File: config.mk
export PLATFORM = sky130hd
export DESIGN_NAME = acc_cpu_top
export DESIGN_NICKNAME = d
export VERILOG_FILES = /design/src/rtl/acc_cpu_pkg.sv /design/src/rtl/acc_cpu_core.sv /design/src/rtl/acc_cpu_top.sv /design/src/rtl/byte_bus_bridge.sv
export VERILOG_INCLUDE_DIRS = /design/src /design/src/rtl
export SDC_FILE = /design/constraint.sdc
export NUM_CORES = 1
export LEC_CHECK = 0
export BUFFER_PORTS_ARGS = -buffer_cell sky130_fd_sc_hd__buf_2
export CORE_MARGIN = 1.5
export CORE_UTILIZATION = 35
export DETAILED_ROUTE_END_ITERATION = 10
export SYNTH_ARGS = -nofsm -noshare
export SYNTH_HDL_FRONTEND = slang
export SYNTH_HIERARCHICAL = 1
export SYNTH_SLANG_ARGS = --single-unit
File: constraint.sdc
create_clock -name clk -period 7 [get_ports clk]
set_input_delay 1.05 -clock clk [delete_from_list [all_inputs] [get_ports clk]]
set_output_delay 1.05 -clock clk [all_outputs]
set_load 0.05 [all_outputs]
File: src/rtl/acc_cpu_params.svh
// Accumulator processor build constants
// Frame length of the pin bus, data and pin widths, and the reset PC

`ifndef ACC_CPU_PARAMS_SVH
`define ACC_CPU_PARAMS_SVH

// Clocks per memory frame: one step phase, four out phases, four in phases
`define BUS_PHASES 9

// Width of data words and word addresses
`define WORD_BITS 32

// Width of each pin byte
`define PIN_BITS 8

// Word address of the first instruction fetch
`define RESET_PC 32'd0

`endif

File: src/rtl/acc_cpu_pkg.sv
// Accumulator processor shared types
// Bus request carried from the core to the pin bridge, opcodes and core states

`include "acc_cpu_params.svh"

package acc_cpu_pkg;

  // One memory access, held stable by the core for a whole frame
  typedef struct packed {
    logic [`WORD_BITS-1:0] addr;   // Word address
    logic [`WORD_BITS-1:0] wdata;  // Store data, zero on reads
    logic                  rd;     // 1 read frame, 0 write frame
  } bus_req_t;

  // Instruction opcode in bits 31:28, codes 8 to 15 act as no-op
  typedef enum logic [3:0] {
    OP_LDA  = 4'd0,  // acc = mem[opnd]
    OP_STA  = 4'd1,  // mem[opnd] = acc
    OP_ADD  = 4'd2,  // acc += mem[opnd]
    OP_SUB  = 4'd3,  // acc -= mem[opnd]
    OP_JMP  = 4'd4,  // pc = opnd
    OP_JZ   = 4'd5,  // pc = opnd when acc is zero
    OP_LDI  = 4'd6,  // acc = opnd
    OP_HALT = 4'd7   // Fetch own address forever
  } opcode_e;

  // Core sequencing state
  typedef enum logic [1:0] {
    ST_FETCH = 2'd0,  // Current frame fetches pc
    ST_EXEC  = 2'd1,  // Current frame accesses the operand
    ST_HALT  = 2'd2   // Stopped on a HALT
  } core_state_e;

endpackage

File: src/rtl/acc_cpu_core.sv
// Accumulator processor core
// Fetches and executes one bus frame at a time, advancing only on the
// bridge step pulse. Memory ops take a fetch and an execute frame

`timescale 1ns/10ps

`include "acc_cpu_params.svh"

module acc_cpu_core (
  input  logic                   clk,
  input  logic                   reset,
  input  logic                   step,
  input  logic [`WORD_BITS-1:0]  rdata,
  output acc_cpu_pkg::bus_req_t  req
);

  localparam int OP_BITS   = $bits(acc_cpu_pkg::opcode_e);
  localparam int OPND_BITS = `WORD_BITS - OP_BITS;

  acc_cpu_pkg::core_state_e state_q;
  acc_cpu_pkg::core_state_e state_d;
  acc_cpu_pkg::bus_req_t    req_q;
  acc_cpu_pkg::bus_req_t    req_d;
  acc_cpu_pkg::opcode_e     fetch_op;
  acc_cpu_pkg::opcode_e     exec_op;

  logic [`WORD_BITS-1:0] pc_q;
  logic [`WORD_BITS-1:0] pc_d;
  logic [`WORD_BITS-1:0] acc_q;
  logic [`WORD_BITS-1:0] acc_d;
  logic [`WORD_BITS-1:0] ir_q;
  logic [`WORD_BITS-1:0] ir_d;
  logic [`WORD_BITS-1:0] operand;
  logic [`WORD_BITS-1:0] pc_inc;
  logic [`WORD_BITS-1:0] jz_target;
  logic                  primed_q;

  // Read request for a word address, store data held at zero
  function automatic acc_cpu_pkg::bus_req_t read_req(input logic [`WORD_BITS-1:0] addr);
    acc_cpu_pkg::bus_req_t r;
    r.addr  = addr;
    r.wdata = '0;
    r.rd    = 1'b1;
    return r;
  endfunction

  // Decode of the fetched word and of the held instruction
  assign fetch_op  = acc_cpu_pkg::opcode_e'(rdata[`WORD_BITS-1 -: OP_BITS]);
  assign exec_op   = acc_cpu_pkg::opcode_e'(ir_q[`WORD_BITS-1 -: OP_BITS]);
  assign operand   = {{OP_BITS{1'b0}}, rdata[OPND_BITS-1:0]};  // Zero-extended
  assign pc_inc    = pc_q + `WORD_BITS'(1);
  assign jz_target = (acc_q == '0) ? operand : pc_inc;

  always_comb begin
    state_d = state_q;
    pc_d    = pc_q;
    acc_d   = acc_q;
    ir_d    = ir_q;
    req_d   = req_q;

    case (state_q)
      acc_cpu_pkg::ST_FETCH: begin
        ir_d = rdata;
        case (fetch_op)
          acc_cpu_pkg::OP_LDA,
          acc_cpu_pkg::OP_ADD,
          acc_cpu_pkg::OP_SUB: begin
            state_d = acc_cpu_pkg::ST_EXEC;  // Operand read next frame
            req_d   = read_req(operand);
          end
          acc_cpu_pkg::OP_STA: begin
            state_d     = acc_cpu_pkg::ST_EXEC;
            req_d.addr  = operand;
            req_d.wdata = acc_q;
            req_d.rd    = 1'b0;
          end
          acc_cpu_pkg::OP_JMP: begin
            pc_d  = operand;
            req_d = read_req(operand);
          end
          acc_cpu_pkg::OP_JZ: begin
            pc_d  = jz_target;
            req_d = read_req(jz_target);
          end
          acc_cpu_pkg::OP_LDI: begin
            acc_d = operand;
            pc_d  = pc_inc;
            req_d = read_req(pc_inc);
          end
          acc_cpu_pkg::OP_HALT: begin
            state_d = acc_cpu_pkg::ST_HALT;  // pc stays on the HALT
            req_d   = read_req(pc_q);
          end
          default: begin
            pc_d  = pc_inc;  // Codes 8 to 15
            req_d = read_req(pc_inc);
          end
        endcase
      end

      acc_cpu_pkg::ST_EXEC: begin
        case (exec_op)
          acc_cpu_pkg::OP_LDA: acc_d = rdata;
          acc_cpu_pkg::OP_ADD: acc_d = acc_q + rdata;  // Wraps at 32 bits
          acc_cpu_pkg::OP_SUB: acc_d = acc_q - rdata;
          default: acc_d = acc_q;                       // Store frame done
        endcase
        state_d = acc_cpu_pkg::ST_FETCH;
        pc_d    = pc_inc;
        req_d   = read_req(pc_inc);
      end

      default: begin
        // Halted, keep refetching the HALT address
        req_d = read_req(pc_q);
      end
    endcase
  end

  // The first step closes the reset-time frame, its data is not used
  always_ff @(posedge clk) begin
    if (reset) begin
      state_q  <= acc_cpu_pkg::ST_FETCH;
      pc_q     <= `RESET_PC;
      acc_q    <= '0;
      req_q    <= read_req(`RESET_PC);
      primed_q <= 1'b0;
    end else if (step) begin
      primed_q <= 1'b1;
      if (primed_q) begin
        state_q <= state_d;
        pc_q    <= pc_d;
        acc_q   <= acc_d;
        req_q   <= req_d;
      end
    end
  end

  // Instruction word kept for the execute frame
  always_ff @(posedge clk) begin
    if (step && primed_q) begin
      ir_q <= ir_d;
    end
  end

  assign req = req_q;

endmodule

File: src/rtl/acc_cpu_top.sv
// Pin-level top of the accumulator processor
// Joins the core to the byte-wide bus bridge, memory sits off chip

`timescale 1ns/10ps

`include "acc_cpu_params.svh"

module acc_cpu_top (
  input  logic                  clk,
  input  logic                  reset,
  output logic [`PIN_BITS-1:0]  uo_out,   // Address bytes
  output logic [`PIN_BITS-1:0]  uio_out,  // Store data bytes
  output logic [`PIN_BITS-1:0]  uio_oe,   // All ones in write frames
  input  logic [`PIN_BITS-1:0]  uio_in    // Read data bytes
);

  acc_cpu_pkg::bus_req_t req;    // Held for a whole frame
  logic                  step;   // One pulse per frame
  logic [`WORD_BITS-1:0] rdata;  // Word gathered in the last frame

  acc_cpu_core core_i (
    .clk   (clk),
    .reset (reset),
    .step  (step),
    .rdata (rdata),
    .req   (req)
  );

  byte_bus_bridge bridge_i (
    .clk     (clk),
    .reset   (reset),
    .req     (req),
    .step    (step),
    .rdata   (rdata),
    .uo_out  (uo_out),
    .uio_out (uio_out),
    .uio_oe  (uio_oe),
    .uio_in  (uio_in)
  );

endmodule

File: src/rtl/byte_bus_bridge.sv
// Byte-wide pin bridge for the accumulator processor
// Cuts every memory access into a fixed frame: a step phase, four phases
// that drive address and store bytes out, and four that gather read bytes

`timescale 1ns/10ps

`include "acc_cpu_params.svh"

module byte_bus_bridge (
  input  logic                     clk,
  input  logic                     reset,
  input  acc_cpu_pkg::bus_req_t    req,
  output logic                     step,
  output logic [`WORD_BITS-1:0]    rdata,
  output logic [`PIN_BITS-1:0]     uo_out,
  output logic [`PIN_BITS-1:0]     uio_out,
  output logic [`PIN_BITS-1:0]     uio_oe,
  input  logic [`PIN_BITS-1:0]     uio_in
);

  localparam int PHASE_W   = $clog2(`BUS_PHASES);
  localparam int NUM_BYTES = `WORD_BITS / `PIN_BITS;
  localparam int BYTE_W    = $clog2(NUM_BYTES);

  // Phase map of one frame
  localparam logic [PHASE_W-1:0] STEP_PHASE  = PHASE_W'(0);
  localparam logic [PHASE_W-1:0] OUT_FIRST   = PHASE_W'(1);
  localparam logic [PHASE_W-1:0] OUT_LAST    = PHASE_W'(NUM_BYTES);
  localparam logic [PHASE_W-1:0] IN_FIRST    = PHASE_W'(NUM_BYTES + 1);
  localparam logic [PHASE_W-1:0] LAST_PHASE  = PHASE_W'(`BUS_PHASES - 1);

  logic [PHASE_W-1:0] phase_q;
  logic [PHASE_W-1:0] out_ofs;
  logic [PHASE_W-1:0] in_ofs;
  logic [BYTE_W-1:0]  out_idx;
  logic [BYTE_W-1:0]  in_idx;
  logic               out_phase;
  logic               in_phase;
  logic [`WORD_BITS-1:0] rdata_q;

  // Frame phase counter, first cycle out of reset is phase 0
  always_ff @(posedge clk) begin
    if (reset) begin
      phase_q <= STEP_PHASE;
    end else if (phase_q == LAST_PHASE) begin
      phase_q <= STEP_PHASE;
    end else begin
      phase_q <= phase_q + PHASE_W'(1);
    end
  end

  // No step while held in reset
  assign step = (phase_q == STEP_PHASE) && !reset;

  // Phase decode for the serializer and the gatherer
  assign out_phase = (phase_q >= OUT_FIRST) && (phase_q <= OUT_LAST);
  assign in_phase  = (phase_q >= IN_FIRST) && (phase_q <= LAST_PHASE);

  assign out_ofs = phase_q - OUT_FIRST;
  assign in_ofs  = phase_q - IN_FIRST;
  assign out_idx = out_ofs[BYTE_W-1:0];  // Byte 0 first, LSB first
  assign in_idx  = in_ofs[BYTE_W-1:0];

  // Address and store bytes, registered so the pins show byte k one phase later
  always_ff @(posedge clk) begin
    if (reset) begin
      uo_out  <= '0;
      uio_out <= '0;
    end else if (out_phase) begin
      uo_out  <= req.addr[out_idx*`PIN_BITS +: `PIN_BITS];
      uio_out <= req.wdata[out_idx*`PIN_BITS +: `PIN_BITS];
    end
  end

  // Read bytes arrive LSB first on the shared pins
  always_ff @(posedge clk) begin
    if (in_phase) begin
      rdata_q[in_idx*`PIN_BITS +: `PIN_BITS] <= uio_in;
    end
  end

  // Complete word is valid in phase 0 of the following frame
  assign rdata = rdata_q;

  // Shared pins drive only during a write frame
  assign uio_oe = {`PIN_BITS{~req.rd}};

endmodule
==> results.sh <==
export IMPL_status="complete, no violations"
export IMPL_ys_async_sr_fraction_pct=0
export IMPL_slowest_stage="nor4_1"
export IMPL_grt_pass1_wl_mm=63.4
export IMPL_required_ps=7310
export IMPL_setup_violations=0
export IMPL_num_vias=11700
export IMPL_hold_path_class="reg2reg"
export IMPL_final_antenna_net_count=0
export IMPL_rows=68
export IMPL_final_cell_mix="nor2_1 (199), dfxtp_1 (152), nand2_1 (134), a21oi_1 (128), o21ai_0 (91)"
export IMPL_switchingPower_uw=644
export IMPL_crit_chain="nor4_2 > nand3_1 > nor4_1 > nand2_1 > o21ai_0 > xor2_1 > ha_1 > a21oi_1 > o21ai_0 > a311oi_1 > o21a_1 > o311ai_1 > a31oi_1 > xor2_1 > o22ai_1"
export IMPL_grt_overflow=0
export IMPL_synth_edff_count=36
export IMPL_multi_input_area_um2=7460
export IMPL_finClkSkew_ps=21.5
export IMPL_cts_tree="done"
export IMPL_post_cts_buffers=0
export IMPL_die_x_um=190
export IMPL_register_area_um2=4120
export IMPL_reg2reg_from="bridge_i/rdata[2]"
export IMPL_drt_pass1_iter_count=8
export IMPL_ys_warn_count=6
export IMPL_route_met2_wl_mm=17.4
export IMPL_critPathLaunchType="flip-flop"
export IMPL_synth_seq_cells=188
export IMPL_numCtsBuffers=17
export IMPL_critical_path_class="reg2reg"
export IMPL_synthAdderAreaFrac_pct=4.16
export IMPL_finalWeightedCongestion=0.935
export IMPL_antenna_found_initial=0
export IMPL_fmax_mhz=212
export IMPL_nFillCells=3536
export IMPL_dp_cells=1895
export IMPL_post_route_period_util_pct=67.4
export IMPL_reg2regPathDepth=15
export IMPL_hold_start="core_i/req[56]"
export IMPL_cts_root_buffer="clkbuf_16"
export IMPL_ctsHoldBuffers=0
export IMPL_cts_buffer_depth=2
export IMPL_synth_cells=1521
export IMPL_rsz0062_at_grt="false"
export IMPL_synth_top_family_by_area="compound AO/OA/AOI/OAI gates"
export IMPL_period_needed_ps=4720
export IMPL_clockPowerShare_pct=41.9
export IMPL_track_usage_pct=22.8
export IMPL_max_stage_delay_ps=610
export IMPL_worstPathMaxFanout=9
export IMPL_io_pins=34
export IMPL_power_frac_seq_pct=49.4
export IMPL_design_die_area_um2=36000
export IMPL_maxCapViolations=0
export IMPL_avgSynthCellArea_um2=8.02
export IMPL_top_layer="met4"
export IMPL_grt_max_degree=77
export IMPL_cp_arrival_ps=5030
export IMPL_p_leak_uw=0.00469
export IMPL_wl_mm=41.0
export IMPL_wl_met3_mm=3.62
export IMPL_synth_xor_area_share_pct=5.17
export IMPL_synth_ff_type="dfxtp_1"
export IMPL_synthSimpleGateAreaFrac_pct=21.5
export IMPL_stdcell_count=1927
export IMPL_finalHoldViolations=0
export IMPL_peakVddDrop_uv=146
export IMPL_clock_sinks=188
export IMPL_tightest_slew_ps=1240
export IMPL_cp_end_kind="flip-flop"
export IMPL_p_comb_share_pct=8.7
export IMPL_yosysTopAreaCellShare_pct=24.9
export IMPL_mostFrequentLayoutCell="nor2_1"
export IMPL_htree_levels=4
export IMPL_wl_met1_mm=18.7
export IMPL_final_nets=1509
export IMPL_dr_first_iter_drc_count=1337
export IMPL_drc=0
export IMPL_viasPerCell=6.09
export IMPL_powerDensity_nw_per_um2=175
export IMPL_synthTopCellsByArea="dfxtp_1 (25%), edfxtp_1 (8.9%), nor2_1 (6.2%), a21oi_1 (5.3%), nand2_1 (4.2%)"
export IMPL_holdPathStages=2
export IMPL_grt_pass1_vias=10600
export IMPL_synth_area_leader_cell="dfxtp_1"
export IMPL_wl_per_cell_um=21.3
export IMPL_clkTransAtPathRegs_ps=80
export IMPL_muxShareOfSynthArea_pct=3.36
export IMPL_hpwl_mm=29.0
export IMPL_mappedNetlistNets=1571
export IMPL_ys_types=81
export IMPL_maxSlewViolCount=0
export IMPL_antennaDiodeCount=0
export IMPL_core_area_um2=34500
export IMPL_p_sw_share_pct=28.1
export IMPL_die_h_um=190
export IMPL_io_buffers=33
export IMPL_clk_latency_ps=450
export IMPL_syn_area_um2=12200
export IMPL_cts_resized_gates=0
export IMPL_fin_tns_setup_ps=0
export IMPL_ys_seq_area_share_pct=33.8
export IMPL_drive_gt1_share_pct=8.49
export IMPL_synth_compound_area_share_pct=26.7
export IMPL_slew_headroom_pct=17.5
export IMPL_initial_core_util_pct=35.4
export IMPL_p_int_uw=1650
export IMPL_crit_start="bridge_i/rdata[2]"
export IMPL_area_delta_synth_final_pct=7.40
power by group through the flow:
stage	logic [uW]	clock network [uW]	registers, uW
floorplan	141	0	1150
global placement	193	0	1160
CTS	196	983	1130
finish	199	963	1130
global route	215	1020	1130
detailed placement	196	0	1160
Yosys cell counts (all sizes together) (19+ instances only):
cell    instances
ha             39
a21oi         129
dfxtp         152
clkbuf        106
xnor2          37
and3           19
nor3           42
a211oi         22
nand2         136
edfxtp         36
nand3          37
xor2           35
nor2          201
buf            26
a21o           21
inv            25
o21ai         105
a221oi         27
a22oi          46
nor4           19
area by class of cell:
| class | count | area share, % |
|---|---|---|
| clock buffers | 18 | 3.28 |
| inverters | 25 | 0.716 |
| well taps | 455 | 4.34 |
| multi-input cells | 1176 | 56.9 |
| flip-flops and latches | 188 | 31.5 |
| repair buffers | 51 | 2.31 |
| clock inverters | 14 | 0.964 |
per-stage QoR:
stage	instance area [um^2]	setup slack (ps)	power (uW)	hold WS (ps)	utilization [%]
after floorplan	12200	2880	1290	410	-
after global placement	12500	2440	1350	440	36.4
after detailed placement	12500	2300	1350	446	36.4
after CTS	13100	2370	2310	458	38.0
after global routing	13100	1830	2370	481	38.0
final	13100	2280	2300	459	38.0
layer usage:
metal | GRT usage (%) | up-vias
met3 | 3.82 | 73
met2 | 33.2 | 565
met5 | 0 | -
li1 | - | 5476
met1 | 33.4 | 5618
met4 | 8.64 | 0
cell families (layout without fill, tap and decap cells):
logic type / count (synthesis) / count (layout)
fa+ha+maj: 40 / 40
buf+inv: 157 / 108
compound gates: 491 / 491
flops: 188 / 188
mux: 21 / 21
simple gates: 552 / 552
xor+xnor: 72 / 72
state kept, by name (all words and copies together), names as in the netlist, 2 cells and up:
signal	flops
bridge_i/rdata	32
bridge_i/uio_out	8
bridge_i/phase_q	4
core_i/state_q	2
core_i/pc_q	32
core_i/ir_q	4
bridge_i/uo_out	8
core_i/acc_q	32
core_i/req	65
final timing paths:
| kind | endpoint | slack, ps |
|---|---|---|
| worst max-delay path | core_i/acc_q[29] | 2280 |
| worst min-delay path | core_i/req[56] | 460 |
| worst max register to register | core_i/acc_q[29] | 2280 |
| worst min register to register | core_i/req[56] | 460 |
worst max-delay path: cells and delay by family, from the launching register on:
family	cells	cell delay, ps
and+or+nand+nor	4	1470
DFF	1	550
adders and majority gates	1	320
AOI/OAI and AO/OA	8	1870
xor gates and xnor gates	2	380
Power figures use the tool's default switching activity.
